<file path="src/cart_pkg.sv">
/*
 * Shared types for the cartridge loading path.
 * Download beats are 16 bits wide with a byte address, so word
 * addresses are always even. Header info addresses assume a 512-byte
 * copier header in front of the ROM image.
 */
`default_nettype none

package cart_pkg;

	// ======================================================================
	// Bus and result structures
	// ======================================================================

	typedef struct packed {
		logic        wr;
		logic [24:0] addr;
		logic [15:0] data;
	} dl_word_t;

	typedef struct packed {
		logic [7:0]  rom_type;
		logic [23:0] rom_mask;
		logic [23:0] ram_mask;
		logic [3:0]  ram_size;
		logic        pal;
	} cart_info_t;

	typedef struct packed {
		logic        enable;
		logic [23:0] split;
		logic [23:0] rmask;
	} mirror_cfg_t;

	typedef logic [23:0] rom_addr_t;

	// Menu selections
	typedef enum logic [2:0] {HDR_AUTO, HDR_NONE, HDR_LOROM, HDR_HIROM, HDR_EXHIROM} hdr_mode_e;
	typedef enum logic [1:0] {REG_AUTO, REG_NTSC, REG_PAL} region_sel_e;
	typedef enum logic [1:0] {FILL_9966, FILL_00FF, FILL_55, FILL_FF} fill_pattern_e;

	// ======================================================================
	// Header layout
	// ======================================================================

	localparam int unsigned HDR_SKIP = 512;

	// Size word of the internal header, RAM size word follows 2 bytes up
	localparam logic [24:0] LOROM_INFO_ADDR   = 25'(32'h00_7FD6 + HDR_SKIP);
	localparam logic [24:0] HIROM_INFO_ADDR   = 25'(32'h00_FFD6 + HDR_SKIP);
	localparam logic [24:0] EXHIROM_INFO_ADDR = 25'(32'h40_FFD6 + HDR_SKIP);

	// 4 Mbyte when the file says nothing
	localparam logic [3:0] ROM_SIZE_DEFAULT = 4'd12;

	localparam logic [23:0] MIRROR_MIN_SPLIT = 24'h04_0000;

endpackage

`default_nettype wire

</file>
<file path="src/cart_header_parser.sv">
/*
 * Header capture for cartridge downloads.
 * Every beat seen while dl_active is high counts as part of the
 * cartridge file. Type and size masks are published only at dl_end,
 * so a download that is cut short still publishes what was seen.
 * Region changes take effect only while no download runs.
 */
`timescale 1ns/10ps
`default_nettype none

module cart_header_parser import cart_pkg::*; (
	input  logic        clk_sys,
	input  logic        RESET,
	input  logic        dl_active,
	input  dl_word_t    dl,
	input  hdr_mode_e   hdr_mode,
	input  region_sel_e region_sel,
	output cart_info_t  cart_info,
	output logic        dl_end
);

	logic        dl_active_q;
	logic [7:0]  rom_type;
	logic [3:0]  rom_size;
	logic [3:0]  ram_size;
	logic        rom_region;
	logic [24:0] info_addr;
	logic        info_by_mode;
	logic        beat;

	assign beat = dl_active && dl.wr;

	// Where the forced modes keep their size word
	always_comb begin
		info_by_mode = 1'b1;
		case (hdr_mode)
			HDR_LOROM:   info_addr = LOROM_INFO_ADDR;
			HDR_HIROM:   info_addr = HIROM_INFO_ADDR;
			HDR_EXHIROM: info_addr = EXHIROM_INFO_ADDR;
			default: begin
				info_addr    = '0;
				info_by_mode = 1'b0;
			end
		endcase
	end

	// End of download strobe
	always_ff @(posedge clk_sys) begin
		if (RESET) begin
			dl_active_q <= 1'b0;
			dl_end      <= 1'b0;
		end else begin
			dl_active_q <= dl_active;
			dl_end      <= dl_active_q && !dl_active;
		end
	end

	// Header fields from the stream
	always_ff @(posedge clk_sys) begin
		if (beat) begin
			if (dl.addr == 25'd0) begin
				rom_size <= ROM_SIZE_DEFAULT;
				ram_size <= 4'd0;
				if (hdr_mode == HDR_AUTO && dl.data[7:0] != 8'd0)
					{ram_size, rom_size} <= dl.data[7:0];
				case (hdr_mode)
					HDR_NONE, HDR_LOROM: rom_type <= 8'd0;
					HDR_HIROM:           rom_type <= 8'd1;
					HDR_EXHIROM:         rom_type <= 8'd2;
					default:             rom_type <= dl.data[15:8];
				endcase
			end
			if (info_by_mode) begin
				if (dl.addr == info_addr)
					rom_size <= dl.data[11:8];
				if (dl.addr == info_addr + 25'd2)
					ram_size <= dl.data[3:0];
			end
		end
	end

	always_ff @(posedge clk_sys) begin
		if (RESET) begin
			cart_info  <= '0;
			rom_region <= 1'b0;
		end else begin
			if (beat && dl.addr == 25'd2)
				rom_region <= dl.data[8];

			if (dl_end) begin
				cart_info.rom_type <= rom_type;
				cart_info.rom_mask <= (24'd1024 << rom_size) - 24'd1;
				cart_info.ram_mask <= (ram_size != 4'd0) ?
					(24'd1024 << ram_size) - 24'd1 : 24'd0;
				cart_info.ram_size <= ram_size;
			end

			if (!dl_active) begin
				case (region_sel)
					REG_NTSC: cart_info.pal <= 1'b0;
					REG_PAL:  cart_info.pal <= 1'b1;
					default:  cart_info.pal <= rom_region;
				endcase
			end
		end
	end

	a_dl_end_single : assert property (@(posedge clk_sys) disable iff (RESET)
		dl_end |=> !dl_end)
		else $error("dl_end held for more than one cycle");

endmodule

`default_nettype wire

</file>
<file path="src/rom_mirror_config.sv">
/*
 * Mirror window for ROM images whose size is not a power of two.
 * The file size is read from the download header words at byte
 * addresses 8 and 10. The window is cleared at each download start
 * and stays off for power-of-two sizes.
 */
`timescale 1ns/10ps
`default_nettype none

module rom_mirror_config import cart_pkg::*; (
	input  logic        clk_sys,
	input  logic        RESET,
	input  logic        dl_active,
	input  logic        dl_end,
	input  dl_word_t    dl,
	output mirror_cfg_t mirror
);

	logic        dl_active_q;
	logic        dl_start;
	logic [23:0] file_sz;
	logic [23:0] split_sel;
	logic        not_pow2;

	assign dl_start = dl_active && !dl_active_q;
	assign not_pow2 = |(file_sz & (file_sz - 24'd1));

	// Highest size bit from 23 down to 19 wins
	always_comb begin
		split_sel = MIRROR_MIN_SPLIT;
		for (int b = 19; b <= 23; b++) begin
			if (file_sz[b])
				split_sel = 24'd1 << b;
		end
	end

	always_ff @(posedge clk_sys) begin
		if (RESET) begin
			dl_active_q   <= 1'b0;
			file_sz       <= '0;
			mirror.enable <= 1'b0;
		end else begin
			dl_active_q <= dl_active;
			if (dl_start) begin
				file_sz       <= '0;
				mirror.enable <= 1'b0;
			end
			if (dl_active && dl.wr) begin
				if (dl.addr == 25'd8)
					file_sz[15:0] <= dl.data;
				if (dl.addr == 25'd10)
					file_sz[23:16] <= dl.data[7:0];
			end
			if (dl_end && not_pow2)
				mirror.enable <= 1'b1;
		end
	end

	// Window bounds only matter once enable is set
	always_ff @(posedge clk_sys) begin
		if (dl_end && not_pow2) begin
			mirror.split <= split_sel;
			mirror.rmask <= file_sz - split_sel - 24'd1;
		end
	end

endmodule

`default_nettype wire

</file>
<file path="src/rom_addr_mapper.sv">
/*
 * Two-stage ROM address translation with credit flow control.
 * The requester must hold a credit for every req_valid and starts
 * with MAP_CREDITS of them. With response credits in hand a result
 * leaves 2 cycles after its request, otherwise it waits in order in
 * a MAP_CREDITS-deep buffer. The mirror window must be stable while
 * lookups are in flight.
 */
`timescale 1ns/10ps
`default_nettype none

module rom_addr_mapper import cart_pkg::*; #(
	parameter int MAP_CREDITS = 4
) (
	input  logic        clk_sys,
	input  logic        RESET,
	input  mirror_cfg_t mirror,
	input  logic        req_valid,
	input  rom_addr_t   req_addr,
	output logic        req_credit,
	output logic        rsp_valid,
	output rom_addr_t   rsp_addr,
	input  logic        rsp_credit
);

	localparam int PTR_W = (MAP_CREDITS > 1) ? $clog2(MAP_CREDITS) : 1;
	localparam int CNT_W = $clog2(MAP_CREDITS + 1);

	logic             s1_valid;
	logic             s1_hit;
	rom_addr_t        s1_addr;
	logic             s2_valid;
	rom_addr_t        s2_addr;
	rom_addr_t        buf_mem [MAP_CREDITS];
	logic [PTR_W-1:0] wr_ptr;
	logic [PTR_W-1:0] rd_ptr;
	logic [CNT_W-1:0] buf_cnt;
	logic [CNT_W-1:0] rsp_cred;
	logic             buf_empty;
	logic             has_cred;
	logic             push;
	logic             pop;

	function automatic logic [PTR_W-1:0] ptr_inc(input logic [PTR_W-1:0] p);
		return (p == PTR_W'(MAP_CREDITS - 1)) ? '0 : p + 1'b1;
	endfunction

	assign buf_empty = (buf_cnt == '0);
	assign has_cred  = (rsp_cred != '0);

	// Buffered results go first, stage 2 bypasses an empty buffer
	assign rsp_valid = has_cred && (s2_valid || !buf_empty);
	assign rsp_addr  = buf_empty ? s2_addr : buf_mem[rd_ptr];
	assign pop       = has_cred && !buf_empty;
	assign push      = s2_valid && !(buf_empty && has_cred);

	always_ff @(posedge clk_sys) begin
		if (RESET) begin
			s1_valid   <= 1'b0;
			s2_valid   <= 1'b0;
			wr_ptr     <= '0;
			rd_ptr     <= '0;
			buf_cnt    <= '0;
			rsp_cred   <= CNT_W'(MAP_CREDITS);
			req_credit <= 1'b0;
		end else begin
			s1_valid <= req_valid;
			s2_valid <= s1_valid;
			if (push)
				wr_ptr <= ptr_inc(wr_ptr);
			if (pop)
				rd_ptr <= ptr_inc(rd_ptr);
			buf_cnt    <= buf_cnt + CNT_W'(push) - CNT_W'(pop);
			rsp_cred   <= rsp_cred + CNT_W'(rsp_credit) - CNT_W'(rsp_valid);
			req_credit <= rsp_valid;
		end
	end

	// Stage 1 window test, stage 2 fold into the mirror
	always_ff @(posedge clk_sys) begin
		s1_addr <= req_addr;
		s1_hit  <= mirror.enable && |(req_addr & mirror.split);
		s2_addr <= s1_hit ? (mirror.split | (s1_addr & mirror.rmask)) : s1_addr;
		if (push)
			buf_mem[wr_ptr] <= s2_addr;
	end

	a_rsp_needs_credit : assert property (@(posedge clk_sys) disable iff (RESET)
		rsp_valid |-> has_cred)
		else $error("response sent without a response credit");

	a_buf_no_overflow : assert property (@(posedge clk_sys) disable iff (RESET)
		(push && !pop) |-> (buf_cnt < CNT_W'(MAP_CREDITS)))
		else $error("result buffer overflow");

endmodule

`default_nettype wire

</file>
<file path="src/wram_fill_gen.sv">
/*
 * Work RAM clear at the start of every download.
 * One byte is written every second cycle over the whole address
 * range. FILL_ADDR_BITS must be at least 10, the patterns use
 * address bits 9, 8, 2 and 0.
 */
`timescale 1ns/10ps
`default_nettype none

module wram_fill_gen import cart_pkg::*; #(
	parameter int FILL_ADDR_BITS = 18
) (
	input  logic                      clk_sys,
	input  logic                      RESET,
	input  logic                      dl_active,
	input  fill_pattern_e             fill_pattern,
	output logic                      clearing,
	output logic                      fill_wr,
	output logic [FILL_ADDR_BITS-1:0] fill_addr,
	output logic [7:0]                fill_data
);

	typedef enum logic [1:0] {ST_IDLE, ST_WRITE, ST_WAIT} fill_state_e;

	fill_state_e state;
	logic        dl_active_q;

	assign clearing = (state != ST_IDLE);
	assign fill_wr  = (state == ST_WRITE);

	always_ff @(posedge clk_sys) begin
		if (RESET) begin
			state       <= ST_IDLE;
			dl_active_q <= 1'b0;
			fill_addr   <= '0;
		end else begin
			dl_active_q <= dl_active;
			case (state)
				ST_WRITE: state <= (&fill_addr) ? ST_IDLE : ST_WAIT;
				ST_WAIT: begin
					state     <= ST_WRITE;
					fill_addr <= fill_addr + 1'b1;
				end
				default: fill_addr <= '0;
			endcase
			// Download start restarts the sweep from zero
			if (dl_active && !dl_active_q) begin
				state     <= ST_WRITE;
				fill_addr <= '0;
			end
		end
	end

	always_comb begin
		case (fill_pattern)
			FILL_9966: fill_data = (fill_addr[8] ^ fill_addr[2]) ? 8'h66 : 8'h99;
			FILL_00FF: fill_data = (fill_addr[9] ^ fill_addr[0]) ? 8'hFF : 8'h00;
			FILL_55:   fill_data = 8'h55;
			default:   fill_data = 8'hFF;
		endcase
	end

	a_wr_in_clear : assert property (@(posedge clk_sys) disable iff (RESET)
		fill_wr |-> clearing)
		else $error("fill write outside of a clear");

endmodule

`default_nettype wire

</file>
<file path="src/cart_loader_top.sv">
/*
 * Cartridge loading path.
 * Header parser feeds the mirror stage, which feeds the lookup
 * mapper. The RAM clear runs beside them off the same download
 * strobe. Everything runs on clk_sys with a synchronous RESET.
 */
`timescale 1ns/10ps
`default_nettype none

module cart_loader_top import cart_pkg::*; #(
	parameter int MAP_CREDITS    = 4,
	parameter int FILL_ADDR_BITS = 18
) (
	input  logic                      clk_sys,
	input  logic                      RESET,
	// Download stream and menu settings
	input  logic                      dl_active,
	input  dl_word_t                  dl,
	input  hdr_mode_e                 hdr_mode,
	input  region_sel_e               region_sel,
	input  fill_pattern_e             fill_pattern,
	output cart_info_t                cart_info,
	// ROM lookup
	input  logic                      req_valid,
	input  rom_addr_t                 req_addr,
	output logic                      req_credit,
	output logic                      rsp_valid,
	output rom_addr_t                 rsp_addr,
	input  logic                      rsp_credit,
	// Work RAM clear
	output logic                      clearing,
	output logic                      fill_wr,
	output logic [FILL_ADDR_BITS-1:0] fill_addr,
	output logic [7:0]                fill_data
);

	logic        dl_end;
	mirror_cfg_t mirror;

	cart_header_parser cart_header_parser_inst (
		.clk_sys(clk_sys), .RESET(RESET), .dl_active(dl_active), .dl(dl),
		.hdr_mode(hdr_mode), .region_sel(region_sel),
		.cart_info(cart_info), .dl_end(dl_end)
	);

	rom_mirror_config rom_mirror_config_inst (
		.clk_sys(clk_sys), .RESET(RESET), .dl_active(dl_active),
		.dl_end(dl_end), .dl(dl), .mirror(mirror)
	);

	rom_addr_mapper #(.MAP_CREDITS(MAP_CREDITS)) rom_addr_mapper_inst (
		.clk_sys(clk_sys), .RESET(RESET), .mirror(mirror),
		.req_valid(req_valid), .req_addr(req_addr), .req_credit(req_credit),
		.rsp_valid(rsp_valid), .rsp_addr(rsp_addr), .rsp_credit(rsp_credit)
	);

	wram_fill_gen #(.FILL_ADDR_BITS(FILL_ADDR_BITS)) wram_fill_gen_inst (
		.clk_sys(clk_sys), .RESET(RESET), .dl_active(dl_active),
		.fill_pattern(fill_pattern), .clearing(clearing), .fill_wr(fill_wr),
		.fill_addr(fill_addr), .fill_data(fill_data)
	);

endmodule

`default_nettype wire

</file>
<file path="config.mk">
export PLATFORM = sky130hd
export DESIGN_NAME = cart_loader_top
export DESIGN_NICKNAME = d
export VERILOG_FILES = /design/src/cart_pkg.sv /design/src/cart_header_parser.sv /design/src/rom_mirror_config.sv /design/src/rom_addr_mapper.sv /design/src/wram_fill_gen.sv /design/src/cart_loader_top.sv
export SDC_FILE = /design/constraint.sdc
export NUM_CORES = 1
export LEC_CHECK = 0
export BUFFER_PORTS_ARGS = -buffer_cell sky130_fd_sc_hd__buf_2
export CAP_MARGIN = 20
export CORE_ASPECT_RATIO = 0.75
export CORE_MARGIN = 2
export CORE_UTILIZATION = 33
export DETAILED_ROUTE_END_ITERATION = 8
export GPL_TIMING_DRIVEN = 0
export PLACE_DENSITY = 0.65
export SLEW_MARGIN = 10
export SYNTH_ARGS = -nofsm -noshare
export SYNTH_HDL_FRONTEND = slang
export SYNTH_HIERARCHICAL = 1
export SYNTH_SLANG_ARGS = --single-unit
</file>
<file path="constraint.sdc">
create_clock -name clk_sys -period 2.9 [get_ports clk_sys]
set_input_delay 0.145 -clock clk_sys [delete_from_list [all_inputs] [get_ports clk_sys]]
set_output_delay 0.145 -clock clk_sys [all_outputs]
set_load 0.05 [all_outputs]
</file>
==> out/results.txt <==
die outline height = 177 um
CP required = 3210 ps
CTS Buf Count = 31
area delta synth->final = 25.6%
register area share after synthesis = 56.0%
Max-slew headroom = 39.0%
Worst Hold Launch = dl[41]
IO Port Bufs = 192
Die Wd = 235 um
syn avg cell area = 11.2 sq um
Commonest cells post-synth = 157 x dfxtp_1, 142 x edfxtp_1, 134 x nand2_1
Total GRT Usage = 15.5%
Die ar. = 0.0417 sq mm
wire length per cell = 16.3 um
final net count = 1598
global route overflow = 0
total power divided by cell area = 720 mW/mm^2
first-pass GRT wire length = 52000 um
critical path data arrival time = 3070 ps
fraction of final layout cells with drive strength greater than 1 = 24.6%
reg2reg setup slack = 140 ps
YS warnings = 6
RR Startpoint = rom_mirror_config_inst/file_sz[3]
CTS H-Tree Depth = 1
sink of the worst hold path = cart_header_parser_inst/rom_type[0]
Final Hold Vio Count = 0
final setup vio count = 0
row count = 63
Hold Path Stages = 3
drt via density = 4.87
CTS tree = yes
top_reg_cell synth = dfxtp_1
Max-Cap Viols = 0
clk sinks = 299
Seq pwr share = 39.2%
Post-synth EDFFs = 142
Leak = 0.00674 uW
Synth cell types = 71
Peak VDD IR = 385 uV
CP Capture Type = register
post-synth top area share = 32.2%
Post-DP Area = 0.0150 sq mm
IO Pins = 193
drt pass-1 iters = 5
Async S/R FF share, synth = 0%
status = complete, no violations
Slew @ Worst Pin = 908 ps
Gate power share = 26.8%
Reg2Reg Depth = 10
clock latency on the worst-skew pair = 580 ps
clock power share = 34.0%
Sw Ratio = 33.2%
Min-Delay Path Class = input port to register
Initial Util = 33.5%
Internal = 7990 uW
Net Sw Power = 3970 uW
DP Wirelength = 24100 um
Period minus WS final = 2760 ps
drc violations = 0
clk root buf = clkbuf_16
initial antenna violation count = 0
Reg-to-Reg End = rom_mirror_config_inst/mirror[43]
final instance area = 0.0166 sq mm
clk buf depth = 3
CP Max Fanout = 15
post-synthesis cell area = 0.0132 sq mm
hold slack = 50.2 ps
Fin Clk Skew = 18.3 ps
n_diodes = 0
most frequent cell after synthesis = dfxtp_1
Setup crit start = rom_mirror_config_inst/file_sz[3]
Syn Inst Count = 1181
gp weighted congestion = 0.855
Routed WL = 33000 um
Vias = 9875
Final ANT Viol Nets = 0
largest net degree at the start of global routing = 25
Setup WS pre-CTS = -329 ps
fmax = 0.362 GHz
Worst setup SP type = register
Final Max Tran Viols = 0
Clk pin slew, worst setup/hold paths = 60 ps
Synth area leaders = edfxtp_1 32%, dfxtp_1 24%, mux4_2 4.1%, nand2_1 3.8%, ha_1 3.5%
drt initial violations = 764
vias in the first global route = 9678
Synth Register Bits = 299
setup ws final = 137 ps
crit path kind = register to register
Core Box Area = 0.0395 sq mm
final worst-path cycle share = 95.3%
most area-hungry cell type in the Yosys netlist = edfxtp_1
through the flow:
step / TNS (ps) / total power, uW / utilization (%) / std cells
detailed placement: -9820 / 7930 / 37.9 / 1913
finish: 0 / 12000 / 42.1 / 2026
global placement: -8330 / 7890 / 37.7 / 1910
floorplan: 0 / 7150 / - / 1198
CTS: 0 / 12100 / 41.9 / 2021
global route: -0.00533 / 12500 / 42.1 / 2026
registers in the layout, summed over array words and instances (netlist names), 2 cells and up, named ones only:
name,count
wram_fill_gen_inst/fill_addr,18
rom_addr_mapper_inst/wr_ptr,2
rom_mirror_config_inst/mirror,31
cart_header_parser_inst/cart_info,43
wram_fill_gen_inst/state,2
rom_addr_mapper_inst/rsp_cred,3
cart_header_parser_inst/rom_size,4
rom_addr_mapper_inst/s2_addr,24
cart_header_parser_inst/ram_size,4
rom_addr_mapper_inst/buf_cnt,3
rom_addr_mapper_inst/buf_mem,96
rom_addr_mapper_inst/rd_ptr,2
rom_mirror_config_inst/file_sz,24
rom_addr_mapper_inst/s1_addr,24
cart_header_parser_inst/rom_type,8
cell usage in the layout, fill, tap and decap left out, types with 20 or more instances in the layout:
cell type,n
nor2_1,92
edfxtp_1,142
buf_4,48
a21oi_1,57
dfxtp_1,154
nor3_1,21
a22o_1,24
nand3b_1,28
mux2i_1,30
nand2_1,134
dlygate4sd3_1,48
inv_1,58
buf_2,200
o21ai_0,20
nand2b_1,40
clkbuf_16,32
mux4_2,24
ha_1,37
clkbuf_1,42
logic make-up (layout without fill, tap and decap cells):
logic type               Yosys count  in the layout  synth area share, %
AND/OR/NAND/NOR                  435            436                 17.2
flip-flops                       299            299                 56.0
AO/OA/AOI/OAI                    163            163                 8.31
buffers and inverters            154            461                 5.74
multiplexers                      63             63                 7.12
adder cells (fa/ha/maj)           40             40                 3.88
XOR/XNOR                          26             26                 1.72
other                              1             18               0.0283
layout make-up:
cell class | instances | area (sq um)
multi-input cells | 746 | 5220
clock inverters | 22 | 231
clock buffers | 36 | 816
flip-flops and latches | 299 | 7410
inverters | 58 | 218
fillers | 3692 | 22900
well taps | 520 | 651
plain buffers | 96 | 542
repair buffers | 249 | 1520
how the worst max path moves through the flow:
stage	end	slack, ps	cells past startpoint
detailed placement	rom_mirror_config_inst/mirror[5]	-330	9
CTS	rom_mirror_config_inst/mirror[42]	30	10
global placement	rom_mirror_config_inst/mirror[5]	-280	9
global route	rom_mirror_config_inst/mirror[43]	-0.005	10
floorplan	fill_data[7]	70	5
finish	rom_mirror_config_inst/mirror[43]	140	10
critical path, cell delays in order (launching register included):
cell       delay (ps)
dfxtp_2           350
nor4_4            300
and2_4            200
nand2_1            60
or3_1             310
ha_1              200
nor4_2            260
nand3_1           190
a2111oi_4         330
buf_4             210
nor2b_4           100
power by group through the flow:
stage          Sequential (uW)  Combinational (uW)  Clock [uW]
2_1_floorplan             4830                2320           0
3_3_place_gp              4770                3120           0
3_5_place_dp              4780                3150           0
4_1_cts                   4680                3230        4160
5_1_grt                   4700                3450        4330
6_report                  4690                3200        4060
routing by layer:
metal / wire length, um / part of all wire (%) / track usage, %
met1: 15400 / 47 / 21.3
met2: 15400 / 47 / 25.4
met3: 1660 / 5.0 / 2.54
met4: 560 / 1.7 / 3.90
met5: 0 / 0 / 0
what timing repair did:
action	4_1_cts	5_1_grt
buffers inserted	1	5
hold buffers	48	0
gates resized for setup	6	9
cloned	1	0
endpoints found under the hold margin	74	0
pin swaps	1	3
setup endpoints to repair	31	32
Note: power is estimated with default switching activity, not from simulation.
